--- src/rv32i_pkg.sv ---
package rv32i_pkg;

    typedef logic [31:0] rv32i_word;
    typedef logic [4:0]  rv32i_reg;

    // major opcodes handled by this core
    typedef enum logic [6:0] {
        op     = 7'b0110011,
        op_imm = 7'b0010011,
        lui    = 7'b0110111,
        auipc  = 7'b0010111,
        branch = 7'b1100011,
        jal    = 7'b1101111,
        jalr   = 7'b1100111
    } rv32i_opcode_e;

    typedef enum logic [3:0] {
        add, sub, sll, slt, sltu, bxor, srl, sra, bor, band
    } alu_op_e;

    // encoded exactly as the branch funct3 field
    typedef enum logic [2:0] {
        beq  = 3'b000,
        bne  = 3'b001,
        blt  = 3'b100,
        bge  = 3'b101,
        bltu = 3'b110,
        bgeu = 3'b111
    } branch_funct3_e;

    typedef struct packed {
        logic [6:0] funct7;
        rv32i_reg rs2;
        rv32i_reg rs1;
        logic [2:0] funct3;
        rv32i_reg rd;
        rv32i_opcode_e opcode;
    } r_type_t;

    typedef struct packed {
        logic [11:0] imm;
        rv32i_reg rs1;
        logic [2:0] funct3;
        rv32i_reg rd;
        rv32i_opcode_e opcode;
    } i_type_t;

    typedef struct packed {
        logic [6:0] imm_hi;
        rv32i_reg rs2;
        rv32i_reg rs1;
        logic [2:0] funct3;
        logic [4:0] imm_lo;
        rv32i_opcode_e opcode;
    } s_type_t;

    typedef struct packed {
        logic imm12;
        logic [5:0] imm10_5;
        rv32i_reg rs2;
        rv32i_reg rs1;
        logic [2:0] funct3;
        logic [3:0] imm4_1;
        logic imm11;
        rv32i_opcode_e opcode;
    } b_type_t;

    typedef struct packed {
        logic [19:0] imm;
        rv32i_reg rd;
        rv32i_opcode_e opcode;
    } u_type_t;

    typedef struct packed {
        logic imm20;
        logic [9:0] imm10_1;
        logic imm11;
        logic [7:0] imm19_12;
        rv32i_reg rd;
        rv32i_opcode_e opcode;
    } j_type_t;

    // one instruction word, six ways to read it
    typedef union packed {
        r_type_t r_type;
        i_type_t i_type;
        s_type_t s_type;
        b_type_t b_type;
        u_type_t u_type;
        j_type_t j_type;
    } rv32i_insn_u;

    typedef struct packed {
        alu_op_e alu_op;
        branch_funct3_e cmp_op;
        logic src_a_pc;
        logic src_b_imm;
        logic zero_a;
        logic is_branch;
        logic is_jump;
        logic jalr_align;
        logic link;
        logic reg_write;
    } ctrl_t;

endpackage

--- src/rv32i_dec_ex_if.sv ---
`timescale 1ns/1ps

interface rv32i_dec_ex_if;
    logic valid;
    rv32i_pkg::rv32i_word pc;
    rv32i_pkg::ctrl_t ctrl;
    rv32i_pkg::rv32i_reg rs1;
    rv32i_pkg::rv32i_reg rs2;
    rv32i_pkg::rv32i_reg rd;
    rv32i_pkg::rv32i_word rs1_data;
    rv32i_pkg::rv32i_word rs2_data;
    rv32i_pkg::rv32i_word imm;

    // decode side
    modport source (output valid, pc, ctrl, rs1, rs2, rd, rs1_data, rs2_data, imm);

    // execute side
    modport sink (input valid, pc, ctrl, rs1, rs2, rd, rs1_data, rs2_data, imm);
endinterface

--- src/rv32i_ex_wb_if.sv ---
`timescale 1ns/1ps

interface rv32i_ex_wb_if;
    // valid only for an actual register write
    logic valid;
    rv32i_pkg::rv32i_reg rd;
    rv32i_pkg::rv32i_word data;

    modport source (output valid, rd, data);
    modport sink (input valid, rd, data);
endinterface

--- src/rv32i_regfile.sv ---
`timescale 1ns/1ps

module rv32i_regfile (
    input  logic                 clk,
    input  logic                 i_rst,
    input  logic                 i_we,
    input  rv32i_pkg::rv32i_reg  i_waddr,
    input  rv32i_pkg::rv32i_word i_wdata,
    input  rv32i_pkg::rv32i_reg  i_raddr_a,
    input  rv32i_pkg::rv32i_reg  i_raddr_b,
    output rv32i_pkg::rv32i_word o_rdata_a,
    output rv32i_pkg::rv32i_word o_rdata_b
);

    // x0 is not stored
    rv32i_pkg::rv32i_word regs [1:31];

    always_ff @(posedge clk) begin
        if (i_rst) begin
            for (int i = 1; i < 32; i++) begin
                regs[i] <= '0;
            end
        end else if (i_we && (i_waddr != '0)) begin
            regs[i_waddr] <= i_wdata;
        end
    end

    // write-through so a same-cycle reader sees the new value
    always_comb begin
        if (i_raddr_a == '0) begin
            o_rdata_a = '0;
        end else if (i_we && (i_waddr == i_raddr_a)) begin
            o_rdata_a = i_wdata;
        end else begin
            o_rdata_a = regs[i_raddr_a];
        end
        if (i_raddr_b == '0) begin
            o_rdata_b = '0;
        end else if (i_we && (i_waddr == i_raddr_b)) begin
            o_rdata_b = i_wdata;
        end else begin
            o_rdata_b = regs[i_raddr_b];
        end
    end

endmodule

--- src/rv32i_decode.sv ---
`timescale 1ns/1ps

module rv32i_decode #(
    parameter rv32i_pkg::rv32i_word RESET_PC = 32'h0000_0000
) (
    input  logic                 clk,
    input  logic                 i_rst,
    input  logic                 i_stall,
    input  logic                 i_redirect,
    input  rv32i_pkg::rv32i_word i_redirect_pc,
    input  rv32i_pkg::rv32i_word i_i_rdata,
    output rv32i_pkg::rv32i_word o_i_addr,
    input  logic                 i_wb_we,
    input  rv32i_pkg::rv32i_reg  i_wb_rd,
    input  rv32i_pkg::rv32i_word i_wb_data,
    rv32i_dec_ex_if.source       dec_ex
);

    rv32i_pkg::rv32i_word pc_q;
    rv32i_pkg::rv32i_word ir_pc_q;
    rv32i_pkg::rv32i_insn_u ir_q;
    logic ir_valid_q;
    rv32i_pkg::ctrl_t ctrl;
    rv32i_pkg::rv32i_word imm;
    logic known;

    // alt is funct7[5], only meaningful as sub on register ops
    function automatic rv32i_pkg::alu_op_e alu_sel(input logic [2:0] funct3,
                                                   input logic alt,
                                                   input logic is_reg);
        rv32i_pkg::alu_op_e sel;
        case (funct3)
            3'b000:  sel = (alt && is_reg) ? rv32i_pkg::sub : rv32i_pkg::add;
            3'b001:  sel = rv32i_pkg::sll;
            3'b010:  sel = rv32i_pkg::slt;
            3'b011:  sel = rv32i_pkg::sltu;
            3'b100:  sel = rv32i_pkg::bxor;
            3'b101:  sel = alt ? rv32i_pkg::sra : rv32i_pkg::srl;
            3'b110:  sel = rv32i_pkg::bor;
            default: sel = rv32i_pkg::band;
        endcase
        return sel;
    endfunction

    assign o_i_addr = pc_q;

    always_ff @(posedge clk) begin
        if (i_rst) begin
            pc_q <= RESET_PC;
            ir_valid_q <= 1'b0;
        end else if (!i_stall) begin
            pc_q <= i_redirect ? i_redirect_pc : pc_q + 32'd4;
            // fetched word is on the wrong path after a redirect
            ir_valid_q <= !i_redirect;
        end
    end

    always_ff @(posedge clk) begin
        if (!i_stall) begin
            ir_q <= i_i_rdata;
            ir_pc_q <= pc_q;
        end
    end

    always_comb begin
        ctrl = '0;
        ctrl.alu_op = rv32i_pkg::add;
        ctrl.cmp_op = rv32i_pkg::beq;
        imm = '0;
        known = 1'b1;
        case (ir_q.r_type.opcode)
            rv32i_pkg::op: begin
                ctrl.alu_op = alu_sel(ir_q.r_type.funct3, ir_q.r_type.funct7[5], 1'b1);
                ctrl.reg_write = 1'b1;
            end
            rv32i_pkg::op_imm: begin
                imm = {{20{ir_q.i_type.imm[11]}}, ir_q.i_type.imm};
                ctrl.alu_op = alu_sel(ir_q.i_type.funct3, ir_q.r_type.funct7[5], 1'b0);
                ctrl.src_b_imm = 1'b1;
                ctrl.reg_write = 1'b1;
            end
            rv32i_pkg::lui: begin
                imm = {ir_q.u_type.imm, 12'b0};
                ctrl.zero_a = 1'b1;
                ctrl.src_b_imm = 1'b1;
                ctrl.reg_write = 1'b1;
            end
            rv32i_pkg::auipc: begin
                imm = {ir_q.u_type.imm, 12'b0};
                ctrl.src_a_pc = 1'b1;
                ctrl.src_b_imm = 1'b1;
                ctrl.reg_write = 1'b1;
            end
            rv32i_pkg::branch: begin
                // alu forms the target, the comparator decides
                imm = {{19{ir_q.b_type.imm12}}, ir_q.b_type.imm12, ir_q.b_type.imm11,
                       ir_q.b_type.imm10_5, ir_q.b_type.imm4_1, 1'b0};
                ctrl.cmp_op = rv32i_pkg::branch_funct3_e'(ir_q.b_type.funct3);
                ctrl.src_a_pc = 1'b1;
                ctrl.src_b_imm = 1'b1;
                ctrl.is_branch = 1'b1;
            end
            rv32i_pkg::jal: begin
                imm = {{11{ir_q.j_type.imm20}}, ir_q.j_type.imm20, ir_q.j_type.imm19_12,
                       ir_q.j_type.imm11, ir_q.j_type.imm10_1, 1'b0};
                ctrl.src_a_pc = 1'b1;
                ctrl.src_b_imm = 1'b1;
                ctrl.is_jump = 1'b1;
                ctrl.link = 1'b1;
                ctrl.reg_write = 1'b1;
            end
            rv32i_pkg::jalr: begin
                imm = {{20{ir_q.i_type.imm[11]}}, ir_q.i_type.imm};
                ctrl.src_b_imm = 1'b1;
                ctrl.is_jump = 1'b1;
                ctrl.jalr_align = 1'b1;
                ctrl.link = 1'b1;
                ctrl.reg_write = 1'b1;
            end
            default: known = 1'b0;
        endcase
    end

    rv32i_regfile regfile_i (
        .clk       (clk),
        .i_rst     (i_rst),
        .i_we      (i_wb_we),
        .i_waddr   (i_wb_rd),
        .i_wdata   (i_wb_data),
        .i_raddr_a (ir_q.s_type.rs1),
        .i_raddr_b (ir_q.s_type.rs2),
        .o_rdata_a (dec_ex.rs1_data),
        .o_rdata_b (dec_ex.rs2_data)
    );

    // unknown opcodes leave as a bubble
    assign dec_ex.valid = ir_valid_q && known;
    assign dec_ex.pc = ir_pc_q;
    assign dec_ex.ctrl = ctrl;
    assign dec_ex.rs1 = ir_q.s_type.rs1;
    assign dec_ex.rs2 = ir_q.s_type.rs2;
    assign dec_ex.rd = ir_q.r_type.rd;
    assign dec_ex.imm = imm;

endmodule

--- src/rv32i_execute.sv ---
`timescale 1ns/1ps

module rv32i_execute (
    input  logic                 clk,
    input  logic                 i_rst,
    input  logic                 i_stall,
    rv32i_dec_ex_if.sink         dec_ex,
    rv32i_ex_wb_if.source        ex_wb,
    input  logic                 i_fwd_we,
    input  rv32i_pkg::rv32i_reg  i_fwd_rd,
    input  rv32i_pkg::rv32i_word i_fwd_data,
    output logic                 o_redirect,
    output rv32i_pkg::rv32i_word o_redirect_pc
);

    logic valid_q;
    rv32i_pkg::rv32i_word pc_q;
    rv32i_pkg::ctrl_t ctrl_q;
    rv32i_pkg::rv32i_reg rs1_q;
    rv32i_pkg::rv32i_reg rs2_q;
    rv32i_pkg::rv32i_reg rd_q;
    rv32i_pkg::rv32i_word rs1_data_q;
    rv32i_pkg::rv32i_word rs2_data_q;
    rv32i_pkg::rv32i_word imm_q;

    rv32i_pkg::rv32i_word rs1_val;
    rv32i_pkg::rv32i_word rs2_val;
    rv32i_pkg::rv32i_word op_a;
    rv32i_pkg::rv32i_word op_b;
    rv32i_pkg::rv32i_word alu_out;
    logic taken;

    always_ff @(posedge clk) begin
        if (i_rst) begin
            valid_q <= 1'b0;
        end else if (!i_stall) begin
            // squash the instruction behind a taken branch or jump
            valid_q <= dec_ex.valid && !o_redirect;
        end
    end

    always_ff @(posedge clk) begin
        if (!i_stall) begin
            pc_q <= dec_ex.pc;
            ctrl_q <= dec_ex.ctrl;
            rs1_q <= dec_ex.rs1;
            rs2_q <= dec_ex.rs2;
            rd_q <= dec_ex.rd;
            rs1_data_q <= dec_ex.rs1_data;
            rs2_data_q <= dec_ex.rs2_data;
            imm_q <= dec_ex.imm;
        end
    end

    // bypass from the result stage
    assign rs1_val = (i_fwd_we && (rs1_q != '0) && (i_fwd_rd == rs1_q)) ? i_fwd_data : rs1_data_q;
    assign rs2_val = (i_fwd_we && (rs2_q != '0) && (i_fwd_rd == rs2_q)) ? i_fwd_data : rs2_data_q;

    always_comb begin
        if (ctrl_q.zero_a) begin
            op_a = '0;
        end else if (ctrl_q.src_a_pc) begin
            op_a = pc_q;
        end else begin
            op_a = rs1_val;
        end
        op_b = ctrl_q.src_b_imm ? imm_q : rs2_val;
    end

    always_comb begin
        case (ctrl_q.alu_op)
            rv32i_pkg::sub:  alu_out = op_a - op_b;
            rv32i_pkg::sll:  alu_out = op_a << op_b[4:0];
            rv32i_pkg::slt:  alu_out = {31'b0, $signed(op_a) < $signed(op_b)};
            rv32i_pkg::sltu: alu_out = {31'b0, op_a < op_b};
            rv32i_pkg::bxor: alu_out = op_a ^ op_b;
            rv32i_pkg::srl:  alu_out = op_a >> op_b[4:0];
            rv32i_pkg::sra:  alu_out = $unsigned($signed(op_a) >>> op_b[4:0]);
            rv32i_pkg::bor:  alu_out = op_a | op_b;
            rv32i_pkg::band: alu_out = op_a & op_b;
            default:         alu_out = op_a + op_b;
        endcase
    end

    // branch comparator works on the register values, never the immediate
    always_comb begin
        case (ctrl_q.cmp_op)
            rv32i_pkg::beq:  taken = rs1_val == rs2_val;
            rv32i_pkg::bne:  taken = rs1_val != rs2_val;
            rv32i_pkg::blt:  taken = $signed(rs1_val) < $signed(rs2_val);
            rv32i_pkg::bge:  taken = $signed(rs1_val) >= $signed(rs2_val);
            rv32i_pkg::bltu: taken = rs1_val < rs2_val;
            rv32i_pkg::bgeu: taken = rs1_val >= rs2_val;
            default:         taken = 1'b0;
        endcase
    end

    assign o_redirect = valid_q && (ctrl_q.is_jump || (ctrl_q.is_branch && taken));
    assign o_redirect_pc = ctrl_q.jalr_align ? {alu_out[31:1], 1'b0} : alu_out;

    // no write for branches or x0
    assign ex_wb.valid = valid_q && ctrl_q.reg_write && (rd_q != '0);
    assign ex_wb.rd = rd_q;
    assign ex_wb.data = ctrl_q.link ? pc_q + 32'd4 : alu_out;

endmodule

--- src/rv32i_result.sv ---
`timescale 1ns/1ps

module rv32i_result (
    input  logic                 clk,
    input  logic                 i_rst,
    input  logic                 i_stall,
    rv32i_ex_wb_if.sink          ex_wb,
    output logic                 o_we,
    output rv32i_pkg::rv32i_reg  o_rd,
    output rv32i_pkg::rv32i_word o_data,
    output logic                 o_wb_valid,
    output rv32i_pkg::rv32i_reg  o_wb_rd,
    output rv32i_pkg::rv32i_word o_wb_data
);

    logic valid_q;
    rv32i_pkg::rv32i_reg rd_q;
    rv32i_pkg::rv32i_word data_q;

    always_ff @(posedge clk) begin
        if (i_rst) begin
            valid_q <= 1'b0;
        end else if (!i_stall) begin
            valid_q <= ex_wb.valid;
        end
    end

    always_ff @(posedge clk) begin
        if (!i_stall) begin
            rd_q <= ex_wb.rd;
            data_q <= ex_wb.data;
        end
    end

    // a frozen pipeline must not write the same value twice
    assign o_we = valid_q && !i_stall;
    assign o_rd = rd_q;
    assign o_data = data_q;

    assign o_wb_valid = o_we;
    assign o_wb_rd = rd_q;
    assign o_wb_data = data_q;

endmodule

--- src/rv32i_core.sv ---
`timescale 1ns/1ps

module rv32i_core #(
    parameter rv32i_pkg::rv32i_word RESET_PC = 32'h0000_0000
) (
    input  logic                 clk,
    input  logic                 i_rst,
    input  logic                 i_stall,
    input  rv32i_pkg::rv32i_word i_i_rdata,
    output rv32i_pkg::rv32i_word o_i_addr,
    output logic                 o_wb_valid,
    output rv32i_pkg::rv32i_reg  o_wb_rd,
    output rv32i_pkg::rv32i_word o_wb_data
);

    logic redirect;
    rv32i_pkg::rv32i_word redirect_pc;
    logic wb_we;
    rv32i_pkg::rv32i_reg wb_rd;
    rv32i_pkg::rv32i_word wb_data;

    rv32i_dec_ex_if dec_ex ();
    rv32i_ex_wb_if ex_wb ();

    rv32i_decode #(
        .RESET_PC (RESET_PC)
    ) decode_i (
        .clk           (clk),
        .i_rst         (i_rst),
        .i_stall       (i_stall),
        .i_redirect    (redirect),
        .i_redirect_pc (redirect_pc),
        .i_i_rdata     (i_i_rdata),
        .o_i_addr      (o_i_addr),
        .i_wb_we       (wb_we),
        .i_wb_rd       (wb_rd),
        .i_wb_data     (wb_data),
        .dec_ex        (dec_ex.source)
    );

    rv32i_execute execute_i (
        .clk           (clk),
        .i_rst         (i_rst),
        .i_stall       (i_stall),
        .dec_ex        (dec_ex.sink),
        .ex_wb         (ex_wb.source),
        .i_fwd_we      (wb_we),
        .i_fwd_rd      (wb_rd),
        .i_fwd_data    (wb_data),
        .o_redirect    (redirect),
        .o_redirect_pc (redirect_pc)
    );

    rv32i_result result_i (
        .clk        (clk),
        .i_rst      (i_rst),
        .i_stall    (i_stall),
        .ex_wb      (ex_wb.sink),
        .o_we       (wb_we),
        .o_rd       (wb_rd),
        .o_data     (wb_data),
        .o_wb_valid (o_wb_valid),
        .o_wb_rd    (o_wb_rd),
        .o_wb_data  (o_wb_data)
    );

endmodule

--- config.mk ---
export PLATFORM = sky130hd
export DESIGN_NAME = rv32i_core
export DESIGN_NICKNAME = d
export VERILOG_FILES = /design/src/rv32i_pkg.sv /design/src/rv32i_dec_ex_if.sv /design/src/rv32i_ex_wb_if.sv /design/src/rv32i_regfile.sv /design/src/rv32i_decode.sv /design/src/rv32i_execute.sv /design/src/rv32i_result.sv /design/src/rv32i_core.sv
export SDC_FILE = /design/constraint.sdc
export NUM_CORES = 2
export LEC_CHECK = 0
export BUFFER_PORTS_ARGS = -buffer_cell sky130_fd_sc_hd__buf_4
export CAP_MARGIN = 20
export CORE_MARGIN = 5
export CORE_UTILIZATION = 62
export CTS_BUF_LIST = sky130_fd_sc_hd__clkbuf_16
export CTS_CLUSTER_DIAMETER = 200
export DETAILED_ROUTE_END_ITERATION = 7
export GPL_ROUTABILITY_DRIVEN = 0
export PLACE_DENSITY = 0.79
export SLEW_MARGIN = 20
export SYNTH_ARGS = -nofsm -noshare
export SYNTH_HDL_FRONTEND = slang
export SYNTH_SLANG_ARGS = --single-unit
--- constraint.sdc ---
create_clock -name clk -period 11.1 [get_ports clk]
set_input_delay 1.665 -clock clk [delete_from_list [all_inputs] [get_ports clk]]
set_output_delay 1.665 -clock clk [all_outputs]
set_load 0.1 [all_outputs]
==> run metrics <==
fillcell total=about 8.3k; Post-Synth Simple-Gate Area=0.133; Min-Delay Path Class=flip-flop to flip-flop; Worst-Skew Late Latency=roughly 0.8 ns; CTS buffer count=approximately 140; Placed Area=~80000 um^2; r2r startpoint=result_i.o_rd[4]; Fin Setup TNS=0 ns; Yosys warnings=0; DR pass1 iterations=8; post-synthesis compound-gate area fraction=0.0711; slew margin rel.=0.199; nets=5963; Hold Startpoint=decode_i.dec_ex.pc[24]; clk sink count=1327; number of global-route vias before repair=55.5k; final instance area=84200 um^2; synthesized flop and latch total=1327; dpl hpwl=between 150000 and 200000 um; unrepaired setup endpoints after global routing=no; Hold Path End=execute_i.pc_q[24]; Power Density=between 150 and 200 nW/um^2; Req. time, crit path=between 10 and 15 ns; Initial Util=0.625; Synth area leaders=edfxtp_1 (50%), mux4_2 (19%), and2_1 (7.1%); largest net degree at the start of global routing=between 100 and 150; first-pass GRT wire length=~370000 um; layout cells sized above 1=0.211; Tcrit/Tclk final=0.759; reg2reg end=result_i.o_data[0]; clk slew on worst S/H paths=around 0.06 ns; Synth area leader=edfxtp_1; commonest cells after routing, fill and taps aside=edfxtp_1 (1282), and2_1 (877), mux4_2 (642), nor2_1 (360), a21oi_1 (277); CP Launch Type=input port; r2r setup slk=between 3 and 4 ns; Maximum Capacitance Violations=0; sequential-to-total area share from yosys stat=0.508; Clock Path Buffers=3; critical path type=input port to flip-flop; CTS tree=built; core box area=124000 um^2; Post-synth EDFFs=roughly 1.3k; initial antenna violation count=9; Peak Freq=119 MHz; # rows=around 130; Critical Path End Type=flip-flop; outcome=complete, but fails checks; DIE HEIGHT=364 um; antenna-violating nets left=0; routed via count=~56k; fin cells=approximately 7.5k; DRT iter0 DRCs=10.4k; Tmin final=approximately 8.4 ns; Gate Count Post-Synth=around 5.9k; setup repair bufs after CTS=0; Netlist cell types=between 100 and 150; CP startpoint=i_stall; Worst-Margin Slew=approximately 1.2 ns; Hold Path Stages=0; failing checks=DRC; dpl ws=~2.3 ns; Layout area overhead=8.53%; IO Count=about 110; ys async rst share=0; Synth top area share=0.496; Synth Area per Inst=between 10 and 15 um^2; most common cell after layout, fill and taps aside=edfxtp_1; XOR/XNOR Fraction of Synth Area=0.0104; clock skew=0.0395 ns; Fin. Hold Viols=0; Pleak=about 31 nW; Post-Syn Area=between 70000 and 80000 um^2; post-CTS sizing=0; die area=between 100000 and 150000 um^2; critical path data arrival time=8.92 ns; Final Power=roughly 14 mW; total gr overflow=0; Peak VDD IR=roughly 0.00017 V; Max Slew Vio Count=0; Reg2Reg Depth=16; endpoints failing setup=0; Port Buffers=around 100; CTS Root Cell=clkbuf_16; Total GRT Usage=0.382; H-tree depth=4; setup ws final=between 2 and 3 ns; hold_buf cts=0; Adder-Cell Fraction of Synth Area=0.0216; DR WL/cell=33.6 um; Vias/cell=about 7.5; Cells after DPL=7287; Max FO, Critical Path=slightly above 90; largest family of logic cells by synthesized area=multiplexers; post-synthesis mux area share=0.220; Die Span X=364 um; DR DRC count=~240; Routed WL=between 200000 and 300000 um; Synth Flop Type=edfxtp_1
[critical path: stages]
cell and delay (ns):
buf_4 0.22, inv_8 0.48, nand2_1 0.30, clkinv_1 0.20, o311a_2 0.35, nand2_2 0.55, o311ai_1 0.92, inv_1 0.19
ha_1 0.49, o2111ai_1 0.21, a211oi_1 0.58, o311ai_0 0.37, a21oi_1 0.45, a31oi_1 0.28, o31ai_1 0.41, a21oi_1 0.14
o31a_1 0.38, nor3_1 0.48, mux2i_1 0.14
[cell type report]
class | instances | area [um^2] | area share
diodes | 4 | 10.0 | 0.000119
clock buffers | 144 | 3600 | 0.0428
clock inverters | 109 | 793 | 0.00942
inverters | 150 | 573 | 0.00680
multi-input cells | 3906 | 35700 | 0.424
flip-flops and latches | 1327 | 39400 | 0.468
well taps | 1637 | 2050 | 0.0243
repair buffers | 268 | 2070 | 0.0246
[cell families (layout without fill, tap and decap cells)]
kind of cell,after synthesis,count (layout)
AO/OA/AOI/OAI,824,824
flip-flops,1327,1327
XOR/XNOR,90,90
adder cells (fa/ha/maj),133,133
AND/OR/NAND/NOR,1925,1925
multiplexers,902,902
buffers and inverters,721,671
other,1,36
[report_power, final]
| group | leakage, nW | internal (mW) | total, mW | switching (mW) |
|---|---|---|---|---|
| Sequential | 13.5 | 5.75 | 5.96 | 0.217 |
| Clock | 2.30 | 2.60 | 4.59 | 1.99 |
| Combinational | 15.4 | 1.08 | 3.04 | 1.96 |
[flip-flops by register name (all words and copies together) (netlist names), named ones only]
name                     count
decode_i.regfile_i.regs   1024
decode_i.dec_ex.pc          32
decode_i.ir_q               32
decode_i.o_i_addr           32
execute_i.imm_q             32
execute_i.pc_q              32
execute_i.rs1_data_q        32
execute_i.rs2_data_q        32
result_i.o_data             32
execute_i.ctrl_q            14
execute_i.ex_wb.rd           5
execute_i.rs1_q              5
execute_i.rs2_q              5
result_i.o_rd                5
decode_i.ir_valid_q          1
execute_i.valid_q            1
result_i.valid_q             1
[through the flow]
stage / hold slack, ns / utilization
final: 0.414 / 0.679
after global routing: 0.423 / 0.679
after CTS: 0.407 / 0.678
after detailed placement: 0.405 / 0.643
after global placement: 0.402 / 0.643
after floorplan: 0.400 / -
[metal layers]
layer  vias up  GRT usage  share of wire
met5         -    0.00856        0.00070
met4         4      0.206          0.070
met3      1158      0.130           0.16
met2      5392      0.554           0.43
met1     27500      0.515           0.34
li1      22300          -              -
[synthesized netlist by cell type, drive strengths merged, types with 29 or more instances]
cell type	instances
buf	116
xor2	29
nor3	178
a21oi	278
clkbuf	455
nor2	395
dfxtp	45
nand3	56
and2	877
ha	131
a221oi	32
a21o	65
inv	147
mux4	642
xnor2	61
o21ai	127
mux2i	243
nand2	228
o211ai	44
or2	36
o311ai	31
a211oi	34
edfxtp	1282
[worst max-delay path by stage]
stage	end	cells after the start
floorplan	result_i.o_data[30]	22
global placement	result_i.o_data[19]	19
detailed placement	result_i.o_data[19]	19
CTS	result_i.o_data[19]	19
global route	result_i.o_data[17]	20
finish	result_i.o_data[0]	19
(Power assumes the default switching activity.)
